==> config.mk <==
export PLATFORM = sky130hd
export DESIGN_NAME = panel_wb_slave
export DESIGN_NICKNAME = d
export VERILOG_FILES = /design/src/panel_pkg.sv /design/src/panel_wb_slave.sv
export VERILOG_INCLUDE_DIRS = /design/src
export SDC_FILE = /design/constraint.sdc
export NUM_CORES = 1
export LEC_CHECK = 0
export ABC_AREA = 1
export BUFFER_PORTS_ARGS = -buffer_cell sky130_fd_sc_hd__buf_2
export CAP_MARGIN = 20
export CORE_MARGIN = 1
export CORE_UTILIZATION = 37
export DETAILED_ROUTE_END_ITERATION = 7
export PLACE_DENSITY = 0.85
export RECOVER_POWER = 100
export SYNTH_ARGS = -nofsm -noshare
export SYNTH_HDL_FRONTEND = slang
export SYNTH_SLANG_ARGS = --single-unit
==> constraint.sdc <==
create_clock -name clk -period 2.7 [get_ports clk]
set_input_delay 0.54 -clock clk [delete_from_list [all_inputs] [get_ports clk]]
set_output_delay 0.54 -clock clk [all_outputs]
set_load 0.02 [all_outputs]
==> src/panel_defs.svh <==
//////////////////////////////////////////////////////////////////////
// Panel geometry, pixel size and Wishbone register map.
//////////////////////////////////////////////////////////////////////

`ifndef PANEL_DEFS_SVH
`define PANEL_DEFS_SVH

// 64 x 32 panel.
`define PANEL_COL_BITS 6
`define PANEL_ROW_BITS 5
`define PANEL_COLS (1 << `PANEL_COL_BITS)
`define PANEL_ROWS (1 << `PANEL_ROW_BITS)

`define BYTES_PER_PIXEL 2                        // RGB565.
`define COL_BYTES ((`PANEL_COL_BITS + 7) / 8)    // Bytes per column field.

// Wishbone word address and register indexes.
`define WB_ADR_BITS 12
`define REG_CMD_DATA 0
`define REG_STATUS 1

`endif

==> src/panel_pkg.sv <==
//////////////////////////////////////////////////////////////////////
// Shared types of the panel fill controller.
//////////////////////////////////////////////////////////////////////

`include "panel_defs.svh"

package panel_pkg;

    typedef logic [`PANEL_COL_BITS-1:0] col_addr_t;          // Column, also width.
    typedef logic [`PANEL_ROW_BITS-1:0] row_addr_t;          // Row, also height.
    typedef logic [`BYTES_PER_PIXEL*8-1:0] pixel_t;

    typedef struct packed {
        col_addr_t x1;
        row_addr_t y1;
        col_addr_t width;
        row_addr_t height;
        pixel_t    color;
    } fill_req_t;

    typedef struct packed {
        logic      we;
        row_addr_t row;
        col_addr_t col;
        pixel_t    color;
    } fb_write_t;

    // Region bit 0 selects the register file, 1 the frame buffer.
    typedef struct packed {
        logic                    region;
        logic [`WB_ADR_BITS-2:0] idx;
    } wb_reg_view_t;

    typedef struct packed {
        logic      region;
        row_addr_t row;
        col_addr_t col;
    } wb_fb_view_t;

    typedef union packed {
        wb_reg_view_t reg_view;
        wb_fb_view_t  fb_view;
    } wb_addr_u;

endpackage

==> src/panel_wb_slave.sv <==
//////////////////////////////////////////////////////////////////////
// Wishbone classic slave for the command data, status register and
// frame-buffer readback.
//////////////////////////////////////////////////////////////////////

`timescale 1ns/1ps
`include "panel_defs.svh"

module panel_wb_slave (
    input  logic                 clk,
    input  logic                 reset,
    input  logic                 wb_cyc,
    input  logic                 wb_stb,
    input  logic                 wb_we,
    input  panel_pkg::wb_addr_u  wb_adr,
    input  logic [31:0]          wb_dat_w,
    output logic [31:0]          wb_dat_r,
    output logic                 wb_ack,
    output logic                 cmd_valid,
    output logic [7:0]           cmd_byte,
    input  logic                 ready_for_data,
    input  logic                 fill_done,
    output panel_pkg::row_addr_t rd_row,
    output panel_pkg::col_addr_t rd_col,
    input  panel_pkg::pixel_t    rd_pixel
);
    import panel_pkg::*;

    logic        wb_req;
    logic        is_fb;
    logic        is_cmd;
    logic        is_status;
    logic        fb_rd_pend;   // RAM read in flight.
    logic        sticky_done;
    logic [31:0] status_word;

    // No new request while an ack or a RAM read is outstanding.
    assign wb_req    = wb_cyc && wb_stb && !wb_ack && !fb_rd_pend;
    assign is_fb     = wb_adr.fb_view.region;
    assign is_cmd    = !is_fb && (wb_adr.reg_view.idx == `REG_CMD_DATA);
    assign is_status = !is_fb && (wb_adr.reg_view.idx == `REG_STATUS);

    assign cmd_valid = wb_req && wb_we && is_cmd;
    assign cmd_byte  = wb_dat_w[7:0];
    assign rd_row    = wb_adr.fb_view.row;
    assign rd_col    = wb_adr.fb_view.col;

    assign status_word = {30'b0, sticky_done, !ready_for_data};

    always_ff @(posedge clk) begin
        if (reset) begin
            wb_ack      <= 1'b0;
            fb_rd_pend  <= 1'b0;
            sticky_done <= 1'b0;
        end else begin
            wb_ack     <= 1'b0;
            fb_rd_pend <= 1'b0;
            if (fb_rd_pend) begin
                wb_ack <= 1'b1;
            end else if (wb_req) begin
                if (is_fb && !wb_we) begin
                    fb_rd_pend <= 1'b1;
                end else if (cmd_valid) begin
                    wb_ack <= ready_for_data;                // Held off while busy.
                end else begin
                    wb_ack <= 1'b1;
                end
            end
            if (fill_done) begin
                sticky_done <= 1'b1;                         // Set wins over clear.
            end else if (wb_req && !wb_we && is_status) begin
                sticky_done <= 1'b0;
            end
        end
    end

    always_ff @(posedge clk) begin
        if (fb_rd_pend) begin
            wb_dat_r <= 32'(rd_pixel);
        end else if (wb_req && !wb_we && !is_fb) begin
            wb_dat_r <= is_status ? status_word : 32'b0;
        end
    end

    a_ack_needs_stb: assert property (@(posedge clk) disable iff (reset)
        wb_ack |-> wb_cyc && wb_stb);

endmodule

# After elaboration in Yosys (flattened, before gate mapping)
# Index checks and enable logic that the tools add are counted.
[totals] regBits=19 word_cells=36
[op_classes] eq_ne=1 muxes=10 bitwise_logic=1 reduce_logical=20
[ops] operator="$mux W16" count=2
[ops] operator="$eq A11 B1 Y1 const B" count=1
[ops] operator="$logic_and A1 B1 Y1" count=11
[ops] operator="$logic_not A11 Y1" count=1
[ops] operator="$mux W1" count=7
[ops] operator="$logic_not A1 Y1" count=5
[ops] operator="$reduce_bool A2 Y1" count=2
[ops] operator="$reduce_or A3 Y1" count=1
[ops] operator="$mux W2" count=1
[ops] operator="$not A1 Y1" count=1

# Longest topological paths before layout
[depth] word_depth=9 depth_mapped=7

# Least setup slack after synthesis
# OpenSTA, ideal clock, no wires.
[synth_timing] path_kind="input -> output" startpoint="input port wb_adr[9] in the netlist's numbering" endpoint="output port cmd_valid" arrival_time_ns=1.168 required_ns=2.160 setup_slack_ns=0.992 path_stages=5 n_path_buf=0 path_cell_list="nor2_1 > nand2_1 > nor2_2 > nand2_1 > nor2_1"
[synth_between] elab_chain_cells=3
[synth_lines] element="from (decl)" line_no="panel_wb_slave.sv:15" text="input panel_pkg::wb_addr_u wb_adr,"
[synth_lines] element="$logic_not A11 Y1 (no source line)"
[synth_lines] element="$logic_and A1 B1 Y1" line_no="panel_wb_slave.sv:40" text="assign is_cmd = !is_fb && (wb_adr.reg_view.idx == `REG_CMD_DATA);"
[synth_lines] element="$logic_and A1 B1 Y1" line_no="panel_wb_slave.sv:43" text="assign cmd_valid = wb_req && wb_we && is_cmd;"
[synth_lines] element="to (decl)" line_no="panel_wb_slave.sv:19" text="output logic cmd_valid,"
# Every way passes these cells.

# Final worst setup path
[layout_timing] startpoint="register fb_rd_pend" endpoint="output port cmd_valid"
[layout_between] elab_chain_cells=4
[layout_lines] element="from (decl)" line_no="panel_wb_slave.sv:33" text="logic fb_rd_pend;"
[layout_lines] element="from (signal assigned)" line_no="panel_wb_slave.sv:53" text="fb_rd_pend <= 1'b0;"
[layout_lines] element="from (signal assigned)" line_no="panel_wb_slave.sv:57" text="fb_rd_pend <= 1'b0;"
[layout_lines] element="from (signal assigned)" line_no="panel_wb_slave.sv:62" text="fb_rd_pend <= 1'b1;"
[layout_lines] element="$logic_not A1 Y1" line_no="panel_wb_slave.sv:38" text="assign wb_req = wb_cyc && wb_stb && !wb_ack && !fb_rd_pend;"
[layout_lines] element="$logic_and A1 B1 Y1" line_no="panel_wb_slave.sv:38"
[layout_lines] element="$logic_and A1 B1 Y1 (2 in a row)" line_no="panel_wb_slave.sv:43"
# Every way passes these cells.

==> results.toml <==
[finish]
drive_above_1_share = 0.230
antennaDiodeCount = 0
area_growth_pct = 10.9
mostFrequentLayoutCell = "buf_2"
fillers = 306
layout_common_cells = "buf_2 (34), clkbuf_1 (30), nand2_1 (29), inv_1 (21)"
fin_nets = 242

[floorplan]
core_mm2 = 0.00281
start_util = 0.397
pin_count = 120
dieWidth_um = 56.9
std_cell_rows = 19
die_area_mm2 = 0.00324
fp.dieH_um = 56.9

[hold_path]
hold_start = "reset"
worstHoldPathType = "input port to register"
min_to = "sticky_done$_SDFFE_PP0P_"
hold_depth = 2

[cts]
numCtsBuffers = 3
clockRootBuffer = "clkbuf_4"
cts_tree = "yes"
post_cts_buffers = 0
cts_resized = 0
clkLatencyLatePin_ns = 0.29
clk_path_buf_depth = 2
cts.sinks = 19
clk_pin_slew_ns = 0.10
cts_hold_buffers = 0
htree_levels = 1

[power_and_ir_drop]
p_per_area_mw_per_mm2 = 440
peakVddDrop_mv = 0.158
power.leakage_nw = 0.687

[critical_path]
crit_slowest_cell = "clkbuf_1"
path_cells = "clkbuf_1 -> nor2_4 -> nand2_2 -> nor2_1 -> buf_2"
crit-reg2reg-launch = "fb_rd_pend$_SDFF_PP0_"
crit_path_start_kind = "register"
cpLargestDelayFamily = "buffers and inverters"
r2r_slack_ns = 0.68
cp-end-kind = "output pin"
path_max_fanout = 15
max_stage_delay_ns = 0.55
r2r-end = "wb_dat_r[15]$_SDFFCE_PN0P_"
arrival_ns = 1.61
crit_required_ns = 2.16
worst-path-buf-inv = 2
reg2reg_depth = 6
critPathKind = "register to output pin"

[yosys]
netlist_area_mm2 = 0.00111
synthDistinctLibCells = 16
avgSynthCellArea_um2 = 8.71
ys.warnings.count = 0
synth_seq_cells = 19
netlist_instances = 128
yosysSeqAreaShare = 0.485

[timing]
totalNegativeSetupSlack_ns = 0
skew_ns = 0.00641
rsz0062_at_grt = "no"
slew_viol_final = 0
max_freq_mhz = 464
postLayoutSetupSlackWorst_ns = 0.546
period_needed_ns = 2.15
slew_headroom = 0.546
worst_pin_slew_ns = 0.681
setup_viol = 0
hold_viol = 0
fin_crit_sh = 0.798

[detailed_routing]
vias_per_cell = 3.96
vias = 811
dr.pass1.iters = 6
routedWlPerCell_um = 9.14
drt_iter0_markers = 26
postRouteAntennaNets = 0
postRouteWirelength_mm = 1.87
drc = 8

[grt]
antenna_found_initial = 0
gr-total-overflow = 0
grt_pass1_wl_mm = 2.86
grt_pass1_vias = 701
grt_max_degree = 17
track_usage = 0.117

[placed_design]
dp_hpwl_mm = 1.50
pre_cts_ws_ns = 0.884
gp_congestion = 0.747
port_buffers = 63

[outcome]
status = "finished, violations left"
violations = "design-rule violations"

[flow_run]
cap_violations = 0
==> synth_stat cells <==
library cell	count	area, um^2
a21oi_1	2	10.0
buf_2	1	5.00
buf_4	35	263
buf_6	1	11.3
conb_1	1	3.75
dfxtp_1	3	60.1
edfxtp_1	16	480
inv_1	21	78.8
nand2_1	29	109
nand2_2	1	6.26
nand3_1	2	10.0
nor2_1	10	37.5
nor2_2	2	12.5
nor2_4	1	11.3
nor4_1	1	6.26
o21ai_0	2	10.0
==> worst reg2reg max path, stage by stage, from the launching register on <==
cell and delay (ns):
dfxtp_1 0.39, clkbuf_1 0.55, nor2_4 0.07, nand2_2 0.12
nor2_1 0.06, nand2_1 0.06, nand2_1 0.38
==> stage by stage <==
stage                     cells   util  power [mW]  hold slack, ns  cell area (um^2)
after floorplan             143      -       0.426           0.433              1170
after global placement      201  0.447       0.417           0.450              1250
after detailed placement    201  0.447       0.418           0.451              1250
after CTS                   205  0.457       0.552           0.427              1280
after global routing        205  0.441       0.574           0.412              1240
final                       205  0.441       0.544           0.434              1240
==> flip-flops by register name (all words and copies together) (netlist names) <==
register,flops
wb_dat_r,16
wb_ack,1
fb_rd_pend,1
sticky_done,1
==> metal layers <==
layer | part of all wire | global-route usage | vias to the layer above
li1 | - | - | 424
met2 | 0.57 | 0.240 | 35
met3 | 0.062 | 0.0161 | 4
met5 | 0 | 0 | -
met1 | 0.35 | 0.107 | 348
met4 | 0.013 | 0.0592 | 0
==> worst max path at each step <==
stage                     startpoint  cells past startpoint                    endpoint  slack (ns)
6_report       fb_rd_pend$_SDFF_PP0_                      5                   cmd_valid        0.55
2_1_floorplan              wb_adr[9]                      5                   cmd_valid        0.99
3_5_place_dp                  wb_stb                      7  wb_dat_r[10]$_SDFFCE_PN0P_        0.88
4_1_cts        fb_rd_pend$_SDFF_PP0_                      5                   cmd_valid        0.85
5_1_grt        fb_rd_pend$_SDFF_PP0_                      5                   cmd_valid        0.39
3_3_place_gp               wb_adr[9]                      7                   cmd_valid        0.89
==> report_power, final <==
group | internal [mW] | switching (mW) | total, mW
Clock | 0.0550 | 0.0814 | 0.136
Combinational | 0.0270 | 0.0594 | 0.0864
Sequential | 0.320 | 0.00176 | 0.321
Total | 0.402 | 0.143 | 0.544
==> area by class of cell <==
type | count | area (um^2) | area share
clock buffer | 3 | 22.5 | 0.0182
clock inverter | 1 | 5.00 | 0.00405
inverter | 21 | 78.8 | 0.0638
multi-input combinational | 66 | 268 | 0.217
sequential | 19 | 541 | 0.437
tap | 31 | 38.8 | 0.0314
timing repair buffer | 64 | 283 | 0.229
==> cell families after synthesis <==
kind of cell | after synthesis | synth area share
simple gates | 46 | 0.173
compound gates | 4 | 0.0180
other cells | 1 | 0.00336
flops | 19 | 0.485
buf+inv | 58 | 0.321
No activity file was read; power rests on OpenSTA's default activity.
