## src/panel_defs.svh

```systemverilog
//////////////////////////////////////////////////////////////////////
// Panel geometry, pixel size and Wishbone register map.
//////////////////////////////////////////////////////////////////////

`ifndef PANEL_DEFS_SVH
`define PANEL_DEFS_SVH

// 64 x 32 panel.
`define PANEL_COL_BITS 6
`define PANEL_ROW_BITS 5
`define PANEL_COLS (1 << `PANEL_COL_BITS)
`define PANEL_ROWS (1 << `PANEL_ROW_BITS)

`define BYTES_PER_PIXEL 2                        // RGB565.
`define COL_BYTES ((`PANEL_COL_BITS + 7) / 8)    // Bytes per column field.

// Wishbone word address and register indexes.
`define WB_ADR_BITS 12
`define REG_CMD_DATA 0
`define REG_STATUS 1

`endif

```

## src/panel_pkg.sv

```systemverilog
//////////////////////////////////////////////////////////////////////
// Shared types of the panel fill controller.
//////////////////////////////////////////////////////////////////////

`include "panel_defs.svh"

package panel_pkg;

    typedef logic [`PANEL_COL_BITS-1:0] col_addr_t;          // Column, also width.
    typedef logic [`PANEL_ROW_BITS-1:0] row_addr_t;          // Row, also height.
    typedef logic [`BYTES_PER_PIXEL*8-1:0] pixel_t;

    typedef struct packed {
        col_addr_t x1;
        row_addr_t y1;
        col_addr_t width;
        row_addr_t height;
        pixel_t    color;
    } fill_req_t;

    typedef struct packed {
        logic      we;
        row_addr_t row;
        col_addr_t col;
        pixel_t    color;
    } fb_write_t;

    // Region bit 0 selects the register file, 1 the frame buffer.
    typedef struct packed {
        logic                    region;
        logic [`WB_ADR_BITS-2:0] idx;
    } wb_reg_view_t;

    typedef struct packed {
        logic      region;
        row_addr_t row;
        col_addr_t col;
    } wb_fb_view_t;

    typedef union packed {
        wb_reg_view_t reg_view;
        wb_fb_view_t  fb_view;
    } wb_addr_u;

endpackage

```

## src/cmd_fillrect.sv

```systemverilog
//////////////////////////////////////////////////////////////////////
// Fill-rectangle command engine. Collects the command bytes, runs
// the area walker and pulses fill_done at the end of the command.
//////////////////////////////////////////////////////////////////////

`timescale 1ns/1ps
`include "panel_defs.svh"

module cmd_fillrect (
    input  logic                 clk,
    input  logic                 reset,
    input  logic                 cmd_valid,
    input  logic [7:0]           cmd_byte,
    output logic                 ready_for_data,
    output panel_pkg::fb_write_t fb_wr,
    output logic                 fill_done
);
    import panel_pkg::*;

    localparam int CNT_BITS = $clog2(`BYTES_PER_PIXEL + `COL_BYTES);
    localparam logic [CNT_BITS-1:0] COL_LAST = CNT_BITS'(`COL_BYTES - 1);
    localparam logic [CNT_BITS-1:0] PIX_LAST = CNT_BITS'(`BYTES_PER_PIXEL - 1);
    localparam col_addr_t COL_MAX = '1;
    localparam row_addr_t ROW_MAX = '1;

    typedef enum logic [2:0] {
        S_X1,
        S_Y1,
        S_WIDTH,
        S_HEIGHT,
        S_COLOR,
        S_START,
        S_RUN,
        S_DONE
    } state_t;

    state_t                  state;
    logic [CNT_BITS-1:0]     byte_cnt;   // Bytes left in the current field.
    logic [`COL_BYTES*8-1:0] x1_raw;
    logic [`COL_BYTES*8-1:0] width_raw;
    logic [7:0]              y1_raw;
    logic [7:0]              height_raw;
    pixel_t                  color;
    logic                    start;
    logic                    busy;
    logic                    take;
    fill_req_t               fill_req;

    assign ready_for_data = !(state inside {S_START, S_RUN});
    assign fill_done      = (state == S_DONE);
    assign take           = cmd_valid && ready_for_data;

    // Oversized extents saturate, an origin off the panel draws nothing.
    always_comb begin
        fill_req.x1     = col_addr_t'(x1_raw);
        fill_req.y1     = row_addr_t'(y1_raw);
        fill_req.width  = (width_raw > COL_MAX) ? COL_MAX : col_addr_t'(width_raw);
        fill_req.height = (height_raw > ROW_MAX) ? ROW_MAX : row_addr_t'(height_raw);
        fill_req.color  = color;
        if (x1_raw >= `PANEL_COLS || y1_raw >= `PANEL_ROWS) begin
            fill_req.width = '0;
        end
    end

    always_ff @(posedge clk) begin
        if (reset) begin
            state      <= S_X1;
            byte_cnt   <= COL_LAST;
            start      <= 1'b0;
            x1_raw     <= '0;
            width_raw  <= '0;
            y1_raw     <= '0;
            height_raw <= '0;
            color      <= '0;
        end else begin
            start <= 1'b0;
            case (state)
                // DONE accepts the first byte of the next command.
                S_X1, S_DONE: begin
                    state <= S_X1;
                    if (take) begin
                        x1_raw[byte_cnt*8 +: 8] <= cmd_byte;    // MSB first.
                        if (byte_cnt == '0) begin
                            state    <= S_Y1;
                            byte_cnt <= COL_LAST;
                        end else begin
                            byte_cnt <= byte_cnt - 1'b1;
                        end
                    end
                end
                S_Y1: begin
                    if (take) begin
                        y1_raw <= cmd_byte;
                        state  <= S_WIDTH;
                    end
                end
                S_WIDTH: begin
                    if (take) begin
                        width_raw[byte_cnt*8 +: 8] <= cmd_byte;
                        if (byte_cnt == '0) begin
                            state    <= S_HEIGHT;
                            byte_cnt <= PIX_LAST;
                        end else begin
                            byte_cnt <= byte_cnt - 1'b1;
                        end
                    end
                end
                S_HEIGHT: begin
                    if (take) begin
                        height_raw <= cmd_byte;
                        state      <= S_COLOR;
                    end
                end
                S_COLOR: begin
                    if (take) begin
                        color[byte_cnt*8 +: 8] <= cmd_byte;
                        if (byte_cnt == '0) begin
                            state    <= S_START;
                            byte_cnt <= COL_LAST;
                        end else begin
                            byte_cnt <= byte_cnt - 1'b1;
                        end
                    end
                end
                S_START: begin
                    start <= 1'b1;
                    state <= S_RUN;
                end
                S_RUN: begin
                    // Busy is valid from the cycle after start.
                    if (!start && !busy) begin
                        state      <= S_DONE;
                        x1_raw     <= '0;
                        width_raw  <= '0;
                        y1_raw     <= '0;
                        height_raw <= '0;
                        color      <= '0;
                    end
                end
                default: state <= S_X1;
            endcase
        end
    end

    fill_area_walker walker_i (
        .clk      (clk),
        .reset    (reset),
        .start    (start),
        .fill_req (fill_req),
        .busy     (busy),
        .fb_wr    (fb_wr)
    );

    a_no_start_when_busy: assert property (@(posedge clk) disable iff (reset)
        start |-> !busy);

endmodule

```

## src/fill_area_walker.sv

```systemverilog
//////////////////////////////////////////////////////////////////////
// Area walker. Clips the rectangle to the panel and writes one pixel
// per clock, column first, then row.
//////////////////////////////////////////////////////////////////////

`timescale 1ns/1ps
`include "panel_defs.svh"

module fill_area_walker (
    input  logic                 clk,
    input  logic                 reset,
    input  logic                 start,
    input  panel_pkg::fill_req_t fill_req,
    output logic                 busy,
    output panel_pkg::fb_write_t fb_wr
);
    import panel_pkg::*;

    typedef logic [`PANEL_COL_BITS:0] col_span_t;
    typedef logic [`PANEL_ROW_BITS:0] row_span_t;

    fill_req_t req_q;
    col_addr_t col;
    col_addr_t col_last;
    row_addr_t row;
    row_addr_t row_last;
    col_span_t col_room;
    col_span_t col_span;
    row_span_t row_room;
    row_span_t row_span;

    // Clipped extent, w' = min(width, cols - x1) and likewise for rows.
    always_comb begin
        col_room = col_span_t'(`PANEL_COLS) - {1'b0, fill_req.x1};
        col_span = ({1'b0, fill_req.width} < col_room) ? {1'b0, fill_req.width} : col_room;
        row_room = row_span_t'(`PANEL_ROWS) - {1'b0, fill_req.y1};
        row_span = ({1'b0, fill_req.height} < row_room) ? {1'b0, fill_req.height} : row_room;
    end

    always_ff @(posedge clk) begin
        if (reset) begin
            busy <= 1'b0;
        end else if (start) begin
            busy <= (col_span != '0) && (row_span != '0);
        end else if (busy && col == col_last && row == row_last) begin
            busy <= 1'b0;                                   // Last write issued.
        end
    end

    always_ff @(posedge clk) begin
        if (start) begin
            req_q    <= fill_req;
            col      <= fill_req.x1;
            row      <= fill_req.y1;
            col_last <= fill_req.x1 + col_addr_t'(col_span - 1'b1);
            row_last <= fill_req.y1 + row_addr_t'(row_span - 1'b1);
        end else if (busy) begin
            if (col == col_last) begin
                col <= req_q.x1;
                row <= row + 1'b1;
            end else begin
                col <= col + 1'b1;
            end
        end
    end

    always_comb begin
        fb_wr = '{we: busy, row: row, col: col, color: req_q.color};
    end

    // Writes stay in the requested rectangle, so nothing wraps past an edge.
    a_write_in_bounds: assert property (@(posedge clk) disable iff (reset)
        fb_wr.we |-> (fb_wr.col >= req_q.x1) && (fb_wr.row >= req_q.y1)
            && ({1'b0, fb_wr.col} < {1'b0, req_q.x1} + {1'b0, req_q.width})
            && ({1'b0, fb_wr.row} < {1'b0, req_q.y1} + {1'b0, req_q.height}));

endmodule

```

## config.mk

```make
export PLATFORM = sky130hd
export DESIGN_NAME = cmd_fillrect
export DESIGN_NICKNAME = d
export VERILOG_FILES = /design/src/panel_pkg.sv /design/src/cmd_fillrect.sv /design/src/fill_area_walker.sv
export VERILOG_INCLUDE_DIRS = /design/src
export SDC_FILE = /design/constraint.sdc
export NUM_CORES = 1
export LEC_CHECK = 0
export BUFFER_PORTS_ARGS = -buffer_cell sky130_fd_sc_hd__buf_2
export CAP_MARGIN = 40
export CELL_PAD_IN_SITES_DETAIL_PLACEMENT = 2
export CELL_PAD_IN_SITES_GLOBAL_PLACEMENT = 2
export CORE_MARGIN = 3
export CORE_UTILIZATION = 42
export DETAILED_ROUTE_END_ITERATION = 10
export PLACE_DENSITY_LB_ADDON = 0.15
export SLEW_MARGIN = 20
export SYNTH_ARGS = -nofsm -noshare
export SYNTH_HDL_FRONTEND = slang
export SYNTH_SLANG_ARGS = --single-unit
```

## constraint.sdc

```tcl
create_clock -name clk -period 7.2 [get_ports clk]
set_clock_uncertainty 0.15 [all_clocks]
set_input_delay 0.72 -clock clk [delete_from_list [all_inputs] [get_ports clk]]
set_output_delay 0.72 -clock clk [all_outputs]
set_load 0.01 [all_outputs]
```

* Yosys cells after proc, flatten, opt, wreduce, memory -nomap -nowiden
Cells that the tools add are included.
** Storage, ports and cells
- Register bits after elaboration :: 99
- Input port bits :: 11
- Output and inout bits :: 30
- Logic and storage cells :: 129
** Cells by class
- Add/sub/neg operators :: 10
- Magnitude comparators :: 6
- Equal/unequal tests :: 18
- Shift-type cells :: 4
- Muxes and demuxes :: 43
- Reductions and logical operators :: 33
** Operators by type and width (count)
- $pmux W8 S2 :: 4
- $mux W6 :: 6
- $neg A5 Y34 :: 1
- $shift A8 B34 Y16 const A :: 1
- $shift A8 B34 Y8 const A :: 1
- $shiftx A8 B34 Y16 :: 1
- $shiftx A8 B34 Y8 :: 1
- $mux W16 :: 2
- $mux W8 :: 4
- $pmux W16 S2 :: 1
- $mux W3 :: 7
- $pmux W3 S7 :: 1
- $mux W5 :: 4
- $reduce_bool A2 Y1 :: 10
- $reduce_and A3 Y1 :: 6
- $bwmux W16 :: 1
- $bwmux W8 :: 2
- $ne A2 B2 Y1 const B :: 7
- $eq A3 B3 Y1 const B :: 4
- $ge A8 B6 Y1 const B :: 1
- $ge A8 B7 Y1 const B :: 1
- $gt A8 B5 Y1 const B :: 1
- $gt A8 B6 Y1 const B :: 1
- $mux W2 :: 4
- other kinds (30) :: 42

* Longest topological paths before layout
- Depth in word-level cells :: 8
- Gate-level depth with buffers :: 20
- Depth with buffers taken out :: 20

* By module
A second synthesis with hierarchy kept.
** Unflattened totals
- Cells, all modules :: 524
- Area total of the unflattened synthesis :: 5489.0 um2
** By module, submodules not included
- fill_area_walker :: instances 1, cells an instance 262, area an instance 2932.8 um2
- cmd_fillrect :: instances 1, cells an instance 262, area an instance 2556.2 um2

* Least setup slack after synthesis
No wires, ideal clock.
- Path type :: register to register
- From :: register x1_raw[0]
- To :: register walker_i.col_last[5] (data pin)
- Library setup time :: 0.260 ns
- Arrival :: 3.783 ns
- Data required time :: 6.790 ns
- Slack :: 3.007 ns
- Stages on the path, launching flop included :: 21
- Path buffers :: 0
- Clock period less this slack :: 4.193 ns
- Cell sequence :: dfxtp_1 inv_1 ha_1 nor3b_1 xnor2_1 inv_1 ha_1 nand3_1 or2_2 o221ai_1 nand3_2 nor2_1 a21oi_1 ha_1 inv_1 ha_1 fa_1 a21o_1 a21oi_1 xnor2_1 xnor2_1
** On the way
- Cells in the longest elaborated chain, start to end :: 7
- Elaborated cells on any way between the ends :: 8
** RTL lines
- from (decl) :: line cmd_fillrect.sv:39 : logic [`COL_BYTES*8-1:0] x1_raw;
- from (signal, indexed assignment) :: line cmd_fillrect.sv:82 : x1_raw[byte_cnt*8 +: 8] <= cmd_byte;
- $ge A8 B7 Y1 (no source line)
- $logic_or A1 B1 Y1 (no source line)
- $mux W6 :: line cmd_fillrect.sv:60 : if (x1_raw >= `PANEL_COLS || y1_raw >= `PANEL_ROWS) begin
- $lt A6 B7 Y1 :: line fill_area_walker.sv:35 : col_span = ({1'b0, fill_req.width} < col_room) ? {1'b0, fill_req.width} : col_room;
- $mux W7 :: line fill_area_walker.sv:35
- $sub A6 B1 Y6 :: line fill_area_walker.sv:55 : col_last <= fill_req.x1 + col_addr_t'(col_span - 1'b1);
- $add A6 B6 Y6 (*) :: line fill_area_walker.sv:55
- to (signal assigned) :: line fill_area_walker.sv:55
- to (decl) :: line fill_area_walker.sv:24 : col_addr_t col_last;
Every way passes the cells marked *; elsewhere a longest branch is shown, timed or not.
A chain may end at the register's enable or synchronous reset.

* Final worst setup path
Same ends and word-level chain as after synthesis.

==> results.md <==
- Crit-path max FO: 10
- Synth Instances: 562
- Clock power share: 0.199
- Vias per cell: 5.39
- Iter 0 DRT Violations: 234
- Reg2Reg Setup Slack: 2440 ps
- RePlAce Congestion: 0.872
- CP bufs+invs: 3
- Total GRT Usage: 0.223
- Cells on worst reg2reg path: 20
- Crit-path max cell delay: 420 ps
- I/O pins: 41
- Critical Path Most Common Cell: ha_1
- EDFF count, synth: 44
- Die Y-Extent: 119 µm
- Sequential share of power: 0.310
- Mapped Nets: 611
- Commonest non-fill, non-tap cell in the layout: nor2_1
- Core Util, Final: 0.480
- Setup repair bufs after CTS: 0
- Worst skew pair latency: 350 ps
- Top cell type's share of synthesized area: 0.245
- # rows: 40
- Fmax: 210 MHz
- Via count: 4056
- Placed cell count: 737
- N_diodes: 0
- CTS sink cnt: 99
- Type of origin of the critical path: flip-flop
- Root Buffer: clkbuf_16
- Hold EP: walker_i.fb_wr[1]
- Yosys top cell by area: edfxtp_1
- Largest cells by area after synthesis: edfxtp_1 24%, dfxtp_1 20%, ha_1 8.3%
- Period utilization: 0.661
- Slowest cell on the critical path: fa_1
- Kind of cell adding the most delay to the critical path: adder cells
- Area grow syn2layout: 9.31%
- Post-route DRC: 0
- Synthesized flop and latch total: 99
- Die W: 119 µm
- H-tree depth: 3
- Mean Syn Cell Area: 9.61 µm²
- Post-synthesis sequential area ratio: 0.448
- Status: complete, no violations
- Combinational group share of total power: 0.491
- Critical Path AT: 4710 ps
- Avg WL per Cell: 20.3 µm
- Final Max Tran Viols: 0
- Post-Synthesis Cell Area: 0.00540 mm²
- RR Startpoint: x1_raw[0]
- Pre-CTS WS: 2440 ps
- Final worst setup slack: 2440 ps
- Peak supply drop: 0.158 mV
- RR Endpoint: walker_i.col_last[5]
- Slew of the pin with the lowest slew margin: 714 ps
- Max Cap Violations: 0
- Leak pwr: 2.51 nW
- Slew margin rel.: 0.524
- Layout Cells excl Fill: 753
- Antenna viol nets, final: 0
- Buffers on Ports: 40
- Final wirelength: 15.3 mm
- Fin. Hold Viols: 0
- Switching share of total power: 0.410
- Netlist cell types: 58
- PD cells: 402 mW/mm²
- Synth warn: 0
- Required time worst endpoint: 7160 ps
- Cts hold-fix bufs: 0
- Core ar.: 0.0123 mm²
- RSZ-0062 raised after global routing: no
- Cell Int Power: 1.40 mW
- CTS Buf Count: 9
- GRT overflow: 0
- # resized after CTS: 0
- Number of global-route vias before repair: 4444
- Min Tclk post-route: 4760 ps
- Dpl hpwl: 11.7 mm
- Initial antenna violation count: 0
- Placed Area: 0.00562 mm²
- Design Area, Final: 0.00591 mm²
- Critical-path cell list: inv_1 -> ha_1 -> nor3b_1 -> xnor2_1 -> inv_1 -> ha_1 -> nand3_1 -> or2_2 -> o221ai_1 -> nand3_2 -> nor2_1 -> a21oi_1 -> ha_1 -> inv_1 -> ha_1 -> fa_1 -> a21o_1 -> a21oi_1 -> xnor2_1 -> xnor2_1
- Share of async-settable or async-resettable flops after synthesis: 0
- Crit. End Element: flip-flop
- TNS Setup: 0 ps
- # nets final: 629
- HP Start: color[1]
- First drt pass iteration count: 4
- Layout cells sized above 1: 0.126
- Switch Pwr: 974 µW
- Clock tree buffer depth: 2
- Hold path cells: 0
- CTS tree: done
- Largest net degree at the start of global routing: 60
- Most frequent cells in the layout: 67 x nor2_1, 54 x inv_1, 54 x dfxtp_1, 47 x nand2_1, 44 x edfxtp_1
- CTS clk-pin slew, worst paths: 70 ps
- Setup violations, final: 0
- Die area: 0.0143 mm²
- First-pass GRT wire length: 24.7 mm
- CP Class: reg -> reg
- Top_reg_cell synth: dfxtp_1
- HP Class: reg -> reg
- Initial Util: 0.439
stage by stage:
| step | power [mW] | hold slack, ps |
|---|---|---|
| 2_1_floorplan | 1.61 | 253 |
| 5_1_grt | 2.59 | 301 |
| 3_3_place_gp | 1.84 | 269 |
| 4_1_cts | 2.39 | 294 |
| 3_5_place_dp | 1.92 | 269 |
| 6_report | 2.38 | 293 |
cell usage after synthesis, types with 3 or more instances:
cell,count
clkbuf_1,9
a21oi_1,32
nor3_1,7
or2_2,3
nor2_1,67
xnor2_1,22
mux2i_1,36
inv_1,54
nor4_1,4
buf_4,19
nand2b_1,4
o21ai_0,12
buf_2,4
dfxtp_1,55
a22oi_1,8
nand2_1,47
xor2_1,12
or3_1,17
a21o_1,5
a31oi_1,5
ha_1,36
edfxtp_1,44
nand3_1,15
cells by family after synthesis:
kind of cell	share of synthesized area
XOR/XNOR	0.0551
adder cells (fa/ha/maj)	0.0908
AND/OR/NAND/NOR	0.154
buffers and inverters	0.0794
flip-flops	0.448
multiplexers	0.0709
AO/OA/AOI/OAI	0.101
registers in the layout (all words and copies together), names as in the netlist:
name / count
byte_cnt: 2
color: 16
height_raw: 8
start: 1
state: 3
walker_i.busy: 1
walker_i.col: 6
walker_i.col_last: 6
walker_i.fb_wr: 16
walker_i.req_q: 6
walker_i.row: 5
walker_i.row_last: 5
width_raw: 8
x1_raw: 8
y1_raw: 8
power by group through the flow:
stage | logic (mW) | registers (mW) | clock network, mW
after floorplan | 0.885 | 0.723 | 0
after global placement | 1.09 | 0.745 | 0
after detailed placement | 1.17 | 0.749 | 0
after CTS | 1.18 | 0.737 | 0.477
after global routing | 1.33 | 0.746 | 0.508
final | 1.17 | 0.737 | 0.472
per-layer routing:
metal	vias up	wire, µm	part of all wire	GRT usage
met1	2037	7060	0.46	0.284
met5	-	0	0	0
li1	1954	-	-	-
met4	0	172	0.011	0.0508
met2	55	7700	0.50	0.394
met3	10	378	0.025	0.0399
how the worst max path moves through the flow:
stage                     slack [ps]                    to       from  cells after the start
final                           2440  walker_i.col_last[5]  x1_raw[0]                     20
after global routing            2070  walker_i.col_last[5]  x1_raw[0]                     20
after CTS                       2410  walker_i.col_last[5]  x1_raw[0]                     20
after detailed placement        2440  walker_i.col_last[5]  x1_raw[0]                     20
after global placement          2730  walker_i.col_last[5]  x1_raw[0]                     20
after floorplan                 3010  walker_i.col_last[5]  x1_raw[0]                     20
final cells by class:
cell class                      instances  area, µm²
Sequential cell                        99       2420
Timing Repair Buffer                   42        228
Fill cell                            1338       6410
Clock buffer                           11        243
Multi-Input combinational cell        373       2550
Inverter                               55        206
Tap cell                              168        210
Clock inverter                          5       43.8
Note: power is estimated with default switching activity, not from simulation.
